### src/source/eeprom_pkg.sv
`default_nettype none

package eeprom_pkg;

    localparam int ADDR_W      = 11;
    localparam int DATA_W      = 8;
    localparam int QUEUE_DEPTH = 4;    // power of two so the pointers wrap
    localparam int QUEUE_PTR_W = $clog2(QUEUE_DEPTH);

    // fixed upper nibble of the control byte
    localparam logic [3:0] DEVICE_CODE = 4'b1010;

    localparam int BIT_CYCLES = 4;     // two low, two high
    localparam int PHASE_W    = $clog2(BIT_CYCLES);

    typedef enum logic {
        CMD_WRITE,
        CMD_READ
    } cmd_op_t;

    typedef enum logic [1:0] {
        OP_START,
        OP_STOP,
        OP_WRITE_BYTE,
        OP_READ_BYTE
    } bit_op_t;

    typedef enum logic [3:0] {
        IDLE,
        START,
        CTRL_W,
        ADDR,
        WDATA,
        RESTART,
        CTRL_R,
        RDATA,
        STOP,
        FINISH
    } seq_state_t;

endpackage

`default_nettype wire
### src/source/cmd_queue.sv
`timescale 1ns/1ps
`default_nettype none

module cmd_queue (
    input  logic                          CLK,
    input  logic                          RESET,
    input  logic                          wr,
    input  logic                          rd,
    input  logic [eeprom_pkg::ADDR_W-1:0] push_addr,
    input  logic [eeprom_pkg::DATA_W-1:0] push_wdata,
    input  logic                          pop,
    output eeprom_pkg::cmd_op_t           head_op,
    output logic [eeprom_pkg::ADDR_W-1:0] head_addr,
    output logic [eeprom_pkg::DATA_W-1:0] head_wdata,
    output logic                          empty,
    output logic                          full
);
    import eeprom_pkg::*;

    cmd_op_t                op_mem   [QUEUE_DEPTH];
    logic [ADDR_W-1:0]      addr_mem [QUEUE_DEPTH];
    logic [DATA_W-1:0]      data_mem [QUEUE_DEPTH];
    logic [QUEUE_PTR_W-1:0] wr_ptr;
    logic [QUEUE_PTR_W-1:0] rd_ptr;
    logic [QUEUE_PTR_W:0]   count;
    logic                   push;
    cmd_op_t                push_op;
    logic                   pop_ok;

    assign push    = (wr || rd) && !full;   // strobe while full is lost
    assign push_op = rd ? CMD_READ : CMD_WRITE;
    assign pop_ok  = pop && !empty;

    assign empty = (count == '0);
    assign full  = (count == QUEUE_DEPTH[QUEUE_PTR_W:0]);

    assign head_op    = op_mem[rd_ptr];
    assign head_addr  = addr_mem[rd_ptr];
    assign head_wdata = data_mem[rd_ptr];

    always_ff @(posedge CLK)
    begin
        if (RESET)
        begin
            wr_ptr <= '0;
            rd_ptr <= '0;
            count  <= '0;
        end
        else
        begin
            if (push)
                wr_ptr <= wr_ptr + 1'b1;
            if (pop_ok)
                rd_ptr <= rd_ptr + 1'b1;
            case ({push, pop_ok})
                2'b10:   count <= count + 1'b1;
                2'b01:   count <= count - 1'b1;
                default: ;   // both or neither
            endcase
        end
    end

    always_ff @(posedge CLK)
    begin
        if (push)
        begin
            op_mem[wr_ptr]   <= push_op;
            addr_mem[wr_ptr] <= push_addr;
            data_mem[wr_ptr] <= push_wdata;
        end
    end

endmodule

`default_nettype wire

### config.mk
export PLATFORM = sky130hd
export DESIGN_NAME = cmd_queue
export DESIGN_NICKNAME = d
export VERILOG_FILES = /design/src/source/eeprom_pkg.sv /design/src/source/cmd_queue.sv
export SDC_FILE = /design/constraint.sdc
export NUM_CORES = 1
export LEC_CHECK = 0
export BUFFER_PORTS_ARGS = -buffer_cell sky130_fd_sc_hd__clkbuf_2
export CORE_ASPECT_RATIO = 0.9
export CORE_UTILIZATION = 50
export CTS_BUF_LIST = sky130_fd_sc_hd__clkbuf_8
export CTS_CLUSTER_DIAMETER = 200
export DETAILED_ROUTE_END_ITERATION = 10
export GPL_ROUTABILITY_DRIVEN = 1
export PLACE_DENSITY = 0.79
export SLEW_MARGIN = 20
export SYNTH_ARGS = -nofsm -noshare
export SYNTH_HDL_FRONTEND = slang
export SYNTH_SLANG_ARGS = --single-unit
### constraint.sdc
create_clock -name CLK -period 3.3 [get_ports CLK]
set_input_delay 0.66 -clock CLK [delete_from_list [all_inputs] [get_ports CLK]]
set_output_delay 0.66 -clock CLK [all_outputs]
set_load 0.03 [all_outputs]
# Word level (Yosys, flattened, before mapping)

Memory sizes are Yosys's and may differ from the RTL's. A register that Yosys moved wholly into a read port is not among the register bits.
Cells that the tools add are included.

Register bits after elaboration: 7
Memory bits (writable): 80
Input bits: 24
Output and inout port bits: 22
Word-level logic and storage cells: 30
Memories kept: 3

Add/sub/neg operators: 4
Eq/ne operators: 3
Muxes and demuxes: 10
Reductions and logical operators: 7

Memories:

| memory   | words | bits a word | read ports | clocked after memory_dff | wr ports | RTL line        | source |
|---|---|---|---|---|---|---|---|
| addr_mem | 4     | 11          | 1          | 1                        | 1        | cmd_queue.sv:21 | `logic [ADDR_W-1:0] addr_mem [QUEUE_DEPTH];` |
| data_mem | 4     | 8           | 1          | 1                        | 1        | cmd_queue.sv:22 | `logic [DATA_W-1:0] data_mem [QUEUE_DEPTH];` |
| op_mem   | 4     | 1           | 1          | 1                        | 1        | cmd_queue.sv:20 | `cmd_op_t op_mem [QUEUE_DEPTH];` |

Operator list:

| cell                | number |
|---|---|
| $mux 2              | 6 |
| $pmux 3 s2          | 1 |
| $add 2x1->2 const B | 2 |
| $add 3x1->3 const B | 1 |
| $eq 3x3->1 const B  | 1 |
| $logic_not 3->1     | 1 |
| $mux 1              | 3 |
| $sub 3x1->3 const B | 1 |
| $eq 2x1->1 const B  | 1 |
| $eq 2x2->1 const B  | 1 |
| $logic_and 1x1->1   | 2 |
| $logic_not 1->1     | 2 |
| $reduce_bool 2->1   | 1 |
| $logic_or 1x1->1    | 1 |

# Logic depth before layout (Yosys ltp)

Depth after elaboration: 5
Depth in mapped cells: 9
Depth with buffers taken out: 9

# Worst setup path after synthesis

No wires, ideal clock.

Path kind: register to register
Start point: register count[2]
End point: register count[2]
Setup time: 0.070 ns
Arrival time: 2.308 ns
Required time: 3.230 ns
Path slack: 0.922 ns
Cell stages (with the launch flop): 10
Buffers on the path: 0
Clock period less this slack: 2.378 ns
Path through: dfxtp_1 nor3b_2 nor2_1 inv_1 ha_1 inv_1 fa_1 xor2_1 or3_1 a21oi_1

Longest elaborated chain between the ends: 5
Elaborated cells between the ends (all ways): 12
Those cells by class: add/sub (2); eq/ne (3); mux (1); reduce/logical (6)

RTL lines:

| element                                         | RTL line        | source |
|---|---|---|
| start, declared                                 | cmd_queue.sv:25 | `logic [QUEUE_PTR_W:0] count;` |
| start signal, assigned                          | cmd_queue.sv:56 | `2'b10: count <= count + 1'b1;` |
| start signal, assigned                          | cmd_queue.sv:57 | `2'b01: count <= count - 1'b1;` |
| $eq 3x3->1 (*)                                  | cmd_queue.sv:35 | `assign full = (count == QUEUE_DEPTH[QUEUE_PTR_W:0]);` |
| via full                                        | cmd_queue.sv:16 | `output logic full` |
| $logic_not 1->1 (*)                             | cmd_queue.sv:30 | `assign push = (wr \|\| rd) && !full;` |
| $logic_and 1x1->1 (*)                           | cmd_queue.sv:30 |  |
| $eq 2x1->1 or $eq 2x2->1 (tied branches)        | cmd_queue.sv:55 | `case ({push, pop_ok})` |
| $pmux 3 s2 or $reduce_bool 2->1 (tied branches) | --              |  |

The timed path passes the listed nets; every way through them passes the cells marked *.
A chain may end at the register's enable or synchronous reset.

==> metrics.md <==
| Metric | Value |
|---|---|
| Total wire length | `4.84 mm` |
| TNS Setup | `0 ns` |
| Synthesized-area fraction occupied by adder cells | `2.47%` |
| Largest family of logic cells by synthesized area | `multiplexers` |
| Max Slew Vio Count | `0` |
| Core Footprint | `6280 sq um` |
| Final Util | `61.5%` |
| Die ar. | `about 7000 sq um` |
| Number of antenna diodes | `0` |
| First-pass GRT wire length | `just under 8 mm` |
| Hpwl dp | `3.15 mm` |
| Drt first pass iters | `4` |
| Post-synthesis mux area share | `13.5%` |
| Number of buffers added on ports | `45` |
| Synth top area share | `71.9%` |
| Vias in the first global route | `1610` |
| Via-per-instance ratio | `5.13` |
| Slowest CP cell | `mux4_2` |
| Syn Nets | `188` |
| Type of origin of the critical path | `flop` |
| WP data arrival | `1.78 ns` |
| Synth Flop Type | `edfxtp_1` |
| Std-Cell Rows | `27` |
| H-tree levels | `3` |
| Clock slew at reported path FFs | `roughly 0.070 ns` |
| Power Density | `793 nW/um^2` |
| FMAX | `410 MHz` |
| Seq/Total Area, Yosys | `77.3%` |
| Bufs and invs on worst path | `2` |
| Final Instance Count excl. Fillers | `approximately 310` |
| Critical path class | `reg -> out` |
| Post-synth ARST share | `0%` |
| Drt wl/cell | `15.8 um` |
| Crit end category | `output port` |
| Initial Util | `53.2%` |
| Register bit total from synthesis | `89` |
| Final instance area | `around 3900 sq um` |
| 1st-iter DRT viols | `92` |
| Pin count of the biggest net entering global routing | `21` |
| CTS resizes | `0` |
| Unique cell type count in the Yosys netlist | `20` |
| Relative slew slack | `73.3%` |
| Postcts setup bufs | `0` |
| Final #Nets | `245` |
| CTS Hold Buffers Added | `0` |
| Crit-path cells | `buf_4 -> mux4_2 -> clkbuf_2` |
| Die height | `79.6 um` |
| Placed cells | `291` |
| Post-synth EDFFs | `80` |
| Tcrit/Tclk final | `74.0%` |
| GRT Util Overall | `15.6%` |
| Leak pwr | `between 1 and 1.5 nW` |
| # setup viols final | `0` |
| Max rail drop VDD | `roughly 460 uV` |
| Number of synthesis warnings | `0` |
| Area contributors post-synth | `edfxtp_1, mux4_2, dfxtp_1` |
| Clock buffer depth | `2` |
| Initial antenna violation count | `0` |
| Grt total ovfl | `0` |
| Fin crit period | `2.44 ns` |
| Max stage delay on crit path | `0.57 ns` |
| Biggest area consumer among synthesized cells | `edfxtp_1` |
| Top Family by Delay on Critical Path | `multiplexers` |
| Synth cell count leaders | `edfxtp_1, mux4_2, dfxtp_1, inv_1, nor2_1` |
| Vias | `roughly 1600` |
| R2R setup slack | `about 1.1 ns` |
| Compound-gate portion of the synthesized area | `1.57%` |
| Post-synthesis simple-gate area fraction | `3.00%` |
| Final Wtd Congestion | `0.744` |
| Least-Margin Pin Slew | `0.400 ns` |
| Status | `complete, no violations` |
| CTS tree | `done` |
| DRC | `0` |
| CTS sink cnt | `89` |
| Count of final hold-check violations | `0` |
| Synthesized area | `3340 sq um` |
| Area grow syn2layout | `15.7%` |
| Cell with the most instances after synthesis | `edfxtp_1` |
| Max Cap Viol | `0` |
| Synth Area per Inst | `21.2 sq um` |
| CTS root buf | `clkbuf_8` |
| Fill cell count | `467` |
| Power Total | `0.00307 W` |
| Post-route ant nets | `0` |
| Post-Synth XOR/XNOR Area | `0.786%` |
| CP Data Required Time | `approximately 2.6 ns` |
| RSZ-0062 raised after global routing | `false` |
| Die Width | `88.2 um` |
| Share of cells above drive strength 1 | `around 40%` |
| CP Max Fanout | `20` |
| Hold WC Path Type | `reg -> reg` |
| Mapped Cells | `158` |
| Placed cell area | `around 3700 sq um` |
| Num CTS Buffers | `9` |
| Ports | `46` |
| Worst skew pair latency | `approximately 0.34 ns` |
| Final Skew | `0.00776 ns` |
[cell families after synthesis]
family | count (synthesis)
DFF | 89
muxes | 20
and+or+nand+nor | 18
buffers and inverters | 12
AOI/OAI and AO/OA | 10
adders and majority gates | 6
xor gates and xnor gates | 3
[final timing paths]
kind                               start                      to  cells past startpoint
setup / recovery                    flop            head_addr[9]                      3
hold / removal    rd_ptr[1]$_SDFFE_PP0P_  rd_ptr[1]$_SDFFE_PP0P_                      2
setup reg to reg   count[2]$_SDFFE_PP0P_   count[2]$_SDFFE_PP0P_                      9
hold reg to reg   rd_ptr[1]$_SDFFE_PP0P_  rd_ptr[1]$_SDFFE_PP0P_                      2
[sequential cells by signal (all words and copies together), names as in the netlist, named ones only]
register  cells
addr_mem     44
count         3
data_mem     32
op_mem        4
rd_ptr        2
wr_ptr        2
[layout make-up]
cell class	instances	area [sq um]	area share, %
clock inverter	6	43.8	1.13
multi-input combinational	57	712	18.4
timing repair buffer	51	270	6.99
clock buffer	9	124	3.20
inverter	7	26.3	0.679
sequential	89	2580	66.8
tap	87	109	2.81
[where the power goes]
part / switching (W) / internal (W) / total (W)
clock: 0.000343 / 0.000270 / 0.000613
combinational: 0.000615 / 0.000368 / 0.000983
sequential: 0.0000538 / 0.00142 / 0.00147
total: 0.00101 / 0.00206 / 0.00307
[per-layer routing]
| metal | GRT usage, % | wire length (um) | vias up |
|---|---|---|---|
| met2 | 26.2 | 2520 | 36 |
| met3 | 5.89 | 204 | 6 |
| met4 | 5.32 | 74 | 0 |
| met5 | 0 | 0 | - |
| met1 | 18.5 | 2040 | 783 |
| li1 | - | - | 746 |
[through the flow]
stage	hold WS, ns	setup WS [ns]
3_5_place_dp	0.508	0.803
2_1_floorplan	0.459	0.922
3_3_place_gp	0.480	0.895
4_1_cts	0.519	0.818
5_1_grt	0.517	0.727
6_report	0.523	0.859
[layout by cell type (no fill, tap or decap)]
master      netlist  layout
o31ai_1           1       1
ha_1              5       5
edfxtp_1         80      80
or3_1             3       3
nor3_1            1       1
clkinv_4          0       1
and2_1            4       4
buf_4             0       6
dfxtp_1           9       9
xor2_1            3       3
clkbuf_2          0      45
a21oi_1           5       5
inv_1             7       7
mux4_2           20      20
clkbuf_8          0       9
nand2_1           1       1
nor2_1            7       7
nor3b_2           1       1
fa_1              1       1
clkinv_1          0       1
or3b_1            1       1
clkinvlp_4        0       3
o21ai_0           4       4
inv_6             0       1
[worst reg2reg max path, stage by stage (launching register included)]
cell     delay, ns
dfxtp_1       0.40
nor3b_2       0.34
nor2_1        0.14
inv_1         0.08
ha_1          0.18
inv_1         0.06
fa_1          0.37
xor2_1        0.16
or3_1         0.30
a21oi_1       0.13
(Power assumes the default switching activity.)
