`src/source/eeprom_pkg.sv`:
```
`default_nettype none

package eeprom_pkg;

    localparam int ADDR_W      = 11;
    localparam int DATA_W      = 8;
    localparam int QUEUE_DEPTH = 4;    // power of two so the pointers wrap
    localparam int QUEUE_PTR_W = $clog2(QUEUE_DEPTH);

    // fixed upper nibble of the control byte
    localparam logic [3:0] DEVICE_CODE = 4'b1010;

    localparam int BIT_CYCLES = 4;     // two low, two high
    localparam int PHASE_W    = $clog2(BIT_CYCLES);

    typedef enum logic {
        CMD_WRITE,
        CMD_READ
    } cmd_op_t;

    typedef enum logic [1:0] {
        OP_START,
        OP_STOP,
        OP_WRITE_BYTE,
        OP_READ_BYTE
    } bit_op_t;

    typedef enum logic [3:0] {
        IDLE,
        START,
        CTRL_W,
        ADDR,
        WDATA,
        RESTART,
        CTRL_R,
        RDATA,
        STOP,
        FINISH
    } seq_state_t;

endpackage

`default_nettype wire
```
`src/source/eeprom_seq.sv`:
```
`timescale 1ns/1ps
`default_nettype none

module eeprom_seq (
    input  logic                          CLK,
    input  logic                          RESET,
    input  logic                          empty,
    input  eeprom_pkg::cmd_op_t           head_op,
    input  logic [eeprom_pkg::ADDR_W-1:0] head_addr,
    input  logic [eeprom_pkg::DATA_W-1:0] head_wdata,
    input  logic                          op_done,
    input  logic [eeprom_pkg::DATA_W-1:0] rx_byte,
    input  logic                          nack,
    output logic                          pop,
    output logic                          op_start,
    output eeprom_pkg::bit_op_t           op,
    output logic [eeprom_pkg::DATA_W-1:0] tx_byte,
    output logic                          done,
    output logic                          ack_err,
    output logic [eeprom_pkg::DATA_W-1:0] rdata
);
    import eeprom_pkg::*;

    seq_state_t        state;
    seq_state_t        next_state;
    cmd_op_t           cmd_op;
    logic [ADDR_W-1:0] cmd_addr;
    logic [DATA_W-1:0] cmd_wdata;
    logic              issued;      // op_start given for this state
    logic              err;         // sticky nack for the command
    bit_op_t           seq_op;
    logic [DATA_W-1:0] seq_byte;
    logic [DATA_W-1:0] ctrl_byte;

    assign pop = (state == IDLE) && !empty;

    // r/w bit set only for the second control byte of a read
    assign ctrl_byte = {DEVICE_CODE, cmd_addr[ADDR_W-1:DATA_W], state == CTRL_R};

    always_comb
    begin
        seq_op     = OP_WRITE_BYTE;
        seq_byte   = ctrl_byte;
        next_state = state;
        case (state)
            START:
            begin
                seq_op     = OP_START;
                next_state = CTRL_W;
            end
            CTRL_W:  next_state = ADDR;
            ADDR:
            begin
                seq_byte   = cmd_addr[DATA_W-1:0];
                next_state = (cmd_op == CMD_READ) ? RESTART : WDATA;
            end
            WDATA:
            begin
                seq_byte   = cmd_wdata;
                next_state = STOP;
            end
            RESTART:
            begin
                seq_op     = OP_START;
                next_state = CTRL_R;
            end
            CTRL_R:  next_state = RDATA;
            RDATA:
            begin
                seq_op     = OP_READ_BYTE;   // engine answers with master nack
                next_state = STOP;
            end
            STOP:
            begin
                seq_op     = OP_STOP;
                next_state = FINISH;
            end
            default: ;
        endcase
    end

    always_ff @(posedge CLK)
    begin
        if (RESET)
        begin
            state    <= IDLE;
            issued   <= 1'b0;
            op_start <= 1'b0;
            done     <= 1'b0;
            ack_err  <= 1'b0;
            err      <= 1'b0;
        end
        else
        begin
            op_start <= 1'b0;
            done     <= 1'b0;
            case (state)
                IDLE:
                begin
                    if (!empty)
                    begin
                        err   <= 1'b0;
                        state <= START;
                    end
                end
                FINISH:
                begin
                    done    <= 1'b1;
                    ack_err <= err;
                    state   <= IDLE;
                end
                default:
                begin
                    if (!issued)
                    begin
                        op_start <= 1'b1;
                        issued   <= 1'b1;
                    end
                    else if (op_done)
                    begin
                        issued <= 1'b0;
                        if (seq_op == OP_WRITE_BYTE && nack)
                        begin
                            err   <= 1'b1;
                            state <= STOP;   // skip the rest of the bytes
                        end
                        else
                            state <= next_state;
                    end
                end
            endcase
        end
    end

    always_ff @(posedge CLK)
    begin
        if (pop)
        begin
            cmd_op    <= head_op;
            cmd_addr  <= head_addr;
            cmd_wdata <= head_wdata;
        end
        if (state != IDLE && state != FINISH && !issued)
        begin
            op      <= seq_op;
            tx_byte <= seq_byte;
        end
        if (state == FINISH)
            rdata <= (cmd_op == CMD_READ && !err) ? rx_byte : '0;
    end

endmodule

`default_nettype wire

```
`config.mk`:
```
export PLATFORM = sky130hd
export DESIGN_NAME = eeprom_seq
export DESIGN_NICKNAME = d
export VERILOG_FILES = /design/src/source/eeprom_pkg.sv /design/src/source/eeprom_seq.sv
export SDC_FILE = /design/constraint.sdc
export NUM_CORES = 1
export LEC_CHECK = 0
export BUFFER_PORTS_ARGS = -buffer_cell sky130_fd_sc_hd__buf_2
export CAP_MARGIN = 20
export CORE_ASPECT_RATIO = 1.4
export CORE_MARGIN = 1
export CORE_UTILIZATION = 50
export DETAILED_ROUTE_END_ITERATION = 16
export PLACE_DENSITY = 0.77
export SYNTH_ARGS = -nofsm -noshare
export SYNTH_HDL_FRONTEND = slang
export SYNTH_SLANG_ARGS = --single-unit
```
`constraint.sdc`:
```
create_clock -name CLK -period 3.2 [get_ports CLK]
set_input_delay 0.48 -clock CLK [delete_from_list [all_inputs] [get_ports CLK]]
set_output_delay 0.48 -clock CLK [all_outputs]
set_load 0.05 [all_outputs]
```
Yosys cells after proc, flatten, opt, wreduce, memory -nomap -nowiden

Index checks and enable logic that the tools add are counted.

Register bits: 47
Output and inout port bits: 22
Word-level logic and storage cells: 65

Equal/unequal tests: 12
Mux-type cells: 18
Bitwise operators: 1
Reductions and logical operators: 22

Operators with widths:

| cell                 | number |
|---|---|
| $pmux W4 S7          | 1 |
| $eq A4 B3 Y1 const B | 4 |
| $mux W4              | 4 |
| $pmux W8 S2          | 1 |
| $reduce_bool A10 Y1  | 1 |
| $mux W1              | 9 |
| $eq A4 B2 Y1 const B | 2 |
| $eq A4 B4 Y1 const B | 2 |
| $pmux W4 S2          | 1 |
| $pmux W2 S3          | 1 |
| $reduce_bool A2 Y1   | 3 |
| $reduce_bool A3 Y1   | 2 |
| $reduce_or A2 Y1     | 3 |
| $logic_and A1 B1 Y1  | 5 |
| $reduce_and A5 Y1    | 1 |
| $eq A4 B1 Y1 const B | 1 |
| $logic_not A4 Y1     | 1 |
| $ne A4 B4 Y1 const B | 1 |
| $reduce_and A4 Y1    | 1 |
| $reduce_bool A4 Y1   | 1 |
| $logic_not A1 Y1     | 3 |
| $reduce_or A3 Y1     | 1 |
| $eq A2 B2 Y1 const B | 1 |
| $ne A2 B2 Y1 const B | 1 |
| 2 further kinds      | 2 |

Logic depth before layout (Yosys ltp)

Depth after elaboration: 9
Depth in mapped cells: 5
Mapped depth without buffers: 4

Worst setup path after synthesis

Ideal clock, no wire load.

Kind: reg2out
Start point: register state[1]
End point: output pop
Arrival: 2589 ps
Data required time: 2720 ps
Setup slack: 131 ps
Cell stages (with the launch flop): 4
Path buffers: 1
Cells stage by stage: dfxtp_1 > or2_1 > buf_2 > nor4_2

Cells in the longest elaborated chain, start to end: 2

RTL lines:

| what                   | RTL line          | text |
|---|---|---|
| start, declared        | eeprom_seq.sv:24  | `seq_state_t state;` |
| start signal, assigned | eeprom_seq.sv:128 | `state <= next_state;` |
| $logic_not A4 Y1       | eeprom_seq.sv:35  | `assign pop = (state == IDLE) && !empty;` |
| $logic_and A1 B1 Y1    | eeprom_seq.sv:35  |  |
| end, declared          | eeprom_seq.sv:14  | `output logic pop,` |

Every way passes these cells.

Worst setup path after layout

Ends and elaborated chain as after synthesis.

==> impl_metrics.py <==
metrics = {
    "outcome": {
        "status": "finished, final reports clean",
    },
    "place": {
        "dp.cells": 238,
        "post-place-ws_ns": 1.08,
        "hpwl_um": 2520,
        "gp_congestion": 0.789,
        "portBuffers": 54,
    },
    "routing": {
        "drc": 0,
        "dr.pass1.iters": 4,
        "routed_wl_um": 3480,
        "vias": 1310,
        "drt_iter0_drc": 41,
        "wl_per_cell_um": 14.1,
        "routed_via_density": 5.33,
        "ant_nets": 0,
    },
    "die": {
        "fp.dieW_um": 54.7,
        "core_um2": 3680,
        "pin_count": 55,
        "die_area_um2": 4150,
        "die_h_um": 75.8,
        "placementRows": 26,
        "initial_utilization_pct": 52.9,
    },
    "power": {
        "finalPower_w": 0.00142,
        "ir_drop_uv": 444,
        "net-switching-power_w": 0.000424,
        "p_sw_share_pct": 29.9,
        "p_leak_nw": 0.901,
        "internal-power_w": 0.000994,
        "sequentialPowerShare_pct": 55.8,
        "cellPowerDensity_nw_per_um2": 611,
        "clkPwrFrac_pct": 23.0,
        "p_comb_share_pct": 21.1,
    },
    "run": {
        "maxCapViolCount": 0,
    },
    "yosys": {
        "yosys.area.top_type": "edfxtp_1",
        "synthFlopType": "edfxtp_1",
        "synth.distinct_cells": 35,
        "yosysSeqAreaShare_pct": 68.0,
        "yosys_register_bits": 47,
        "syn-instance-count": 147,
        "yosys.area.top_type_share_pct": 58.7,
        "synthArstFlopShare_pct": 0,
        "yosys-top-cells-area": "edfxtp_1 (59%), dfxtp_1 (9.3%), and2_1 (2.9%)",
        "yosys_warnings": 0,
        "syn_area_um2": 1940,
        "synth_edf_count": 38,
        "syn-num-nets": 180,
        "syn_area_per_cell_um2": 13.2,
        "ys_top_cells_by_count": "edfxtp_1 (38), nand2_1 (11), nor2_1 (10)",
        "yosysMostFrequentCell": "edfxtp_1",
    },
    "grt": {
        "grt_antenna_before_repair": 0,
        "grt_pass1_wl_um": 5220,
        "met1_usage_pct": 23.6,
        "grt.busiest_layer": "met2",
        "grtUsageMet3_pct": 6.19,
        "grt_max_degree": 23,
        "grt_usage_pct": 18.7,
        "grt_pass1_vias": 1140,
        "globalRouteMet2Util_pct": 28.9,
        "grt-ovfl-total": 0,
    },
    "timing": {
        "rsz0062_at_grt": "false",
        "fin_crit_ns": 2.46,
        "slew_violations": 0,
        "fin_skew_ns": 0.00571,
        "fin_crit_sh_pct": 76.8,
        "finalHoldViolations": 0,
        "timing.fmax_mhz": 407,
        "tns_ns": 0,
        "tightestPinTransition_ns": 0.744,
        "setup_viol": 0,
        "setup_slack_ns": 0.741,
        "relSlewSlack_pct": 50.2,
    },
    "setup_path": {
        "cpMaxStageDelayCell": "dfxtp_1",
        "cp.required_ns": 2.72,
        "r2r-start": "state[1]",
        "startpoint_type": "register",
        "cp_slowest_stage_delay_ns": 0.44,
        "cp_cell_sequence": "or2_1, nor4_4, buf_4, buf_2",
        "worstPathMaxFanout": 22,
        "rr_worst_depth": 3,
        "critPathKind": "reg2out",
        "critical_path.top_delay_family": "buffers and inverters",
        "r2r_end": "op[0]",
        "critPathBufInv": 2,
        "cp_data_arrival_time_ns": 1.98,
        "reg2reg_setup_slack_ns": 1.14,
        "endpoint_kind": "primary output",
    },
    "cts": {
        "cts_resized": 0,
        "clock_latency_ns": 0.29,
        "cts.path.max_buffers": 2,
        "cts-buffers-inserted": 5,
        "hold_buffers": 0,
        "htreeDepth": 2,
        "clock-root-buffer": "clkbuf_8",
        "cts_sinks": 47,
        "post-cts-setup-buffer-count": 0,
        "clk_pin_slew_ns": 0.07,
        "cts_tree": "done",
    },
    "cells_and_area": {
        "antennaDiodeCount": 0,
        "areaGrowthSynthToFinish_pct": 19.4,
        "layoutNonFillerInstCount": 246,
        "fillers": 308,
        "layout-drive-gt1-share_pct": 34.3,
        "final_net_count": 236,
    },
    "min_path": {
        "hold_path_end": "cmd_addr[5]",
        "hold_path_depth": 1,
        "hold_class": "in2reg",
        "hold_start": "head_addr[5]",
    },
}
metrics by stage:
step / util (%) / hold WS [ns] / area, µm²
2_1_floorplan: - / 0.463 / 1940
3_3_place_gp: 61.0 / 0.474 / 2240
3_5_place_dp: 61.0 / 0.485 / 2240
4_1_cts: 63.2 / 0.346 / 2320
5_1_grt: 63.2 / 0.339 / 2320
6_report: 63.2 / 0.358 / 2320
kinds of logic (layout without fill, tap and decap cells):
kind of cell           after synthesis  after routing  share of synthesized area [%]
XOR/XNOR                             1              1                          0.451
AND/OR/NAND/NOR                     52             52                           16.0
flip-flops                          47             47                           68.0
AO/OA/AOI/OAI                       31             31                           10.6
buffers and inverters               13             70                           3.47
multiplexers                         3              3                           1.54
state kept, by name (all words and copies together) (netlist names):
signal     count
cmd_addr      11
cmd_wdata      8
rdata          8
tx_byte        8
state          4
op             2
ack_err        1
cmd_op         1
done           1
err            1
issued         1
op_start       1
worst max-delay path by stage:
stage                     startpoint  cells past startpoint  slack (ns)   to
after floorplan             state[1]                      3        0.13  pop
after CTS                   state[1]                      4        0.74  pop
after detailed placement    state[1]                      4        1.08  pop
final                       state[1]                      4        0.74  pop
after global routing        state[1]                      4        0.61  pop
after global placement      state[1]                      4        1.14  pop
final cells by class:
| type | instances | area (µm²) | share of cell area (%) |
|---|---|---|---|
| inverter | 7 | 26.3 | 1.13 |
| clock buffer | 8 | 80.1 | 3.45 |
| multi-input combinational | 87 | 564 | 24.3 |
| sequential | 47 | 1320 | 56.9 |
| tap | 42 | 52.6 | 2.26 |
| timing repair buffer | 55 | 278 | 12.0 |
routing by layer:
| layer | share of wire, % | vias to the layer above |
|---|---|---|
| li1 | - | 643 |
| met1 | 40 | 593 |
| met2 | 50 | 68 |
| met3 | 8.1 | 6 |
| met4 | 1.6 | 0 |
| met5 | 0 | - |
placed cells by master (no fill, tap or decap), types with 2 or more instances in the layout:
master    instances
a211oi_1          2
a21oi_1           7
a22o_1            2
a22oi_1           5
and2_1            9
buf_2            54
clkbuf_1          3
clkbuf_8          5
dfxtp_1           9
edfxtp_1         38
inv_1             7
mux2i_1           3
nand2_1          11
nand2b_1          4
nor2_1           10
nor2_2            2
nor2b_1           4
nor3_1            3
nor3b_4           2
o21ai_0           6
o21ai_2           3
power groups by stage:
stage | Clock, W | Combinational (W) | Sequential (W)
4_1_cts | 0.000344 | 0.000301 | 0.000792
2_1_floorplan | 0 | 0.000146 | 0.000879
3_5_place_dp | 0 | 0.000300 | 0.000805
3_3_place_gp | 0 | 0.000294 | 0.000802
6_report | 0.000326 | 0.000300 | 0.000792
5_1_grt | 0.000365 | 0.000325 | 0.000803
worst register-to-register path: stages (launching register included):
cell and delay (ns):
dfxtp_1 0.60, or2_1 0.40, nor3_2 0.12, nor2_1 0.59
Power figures use the tool's default switching activity.
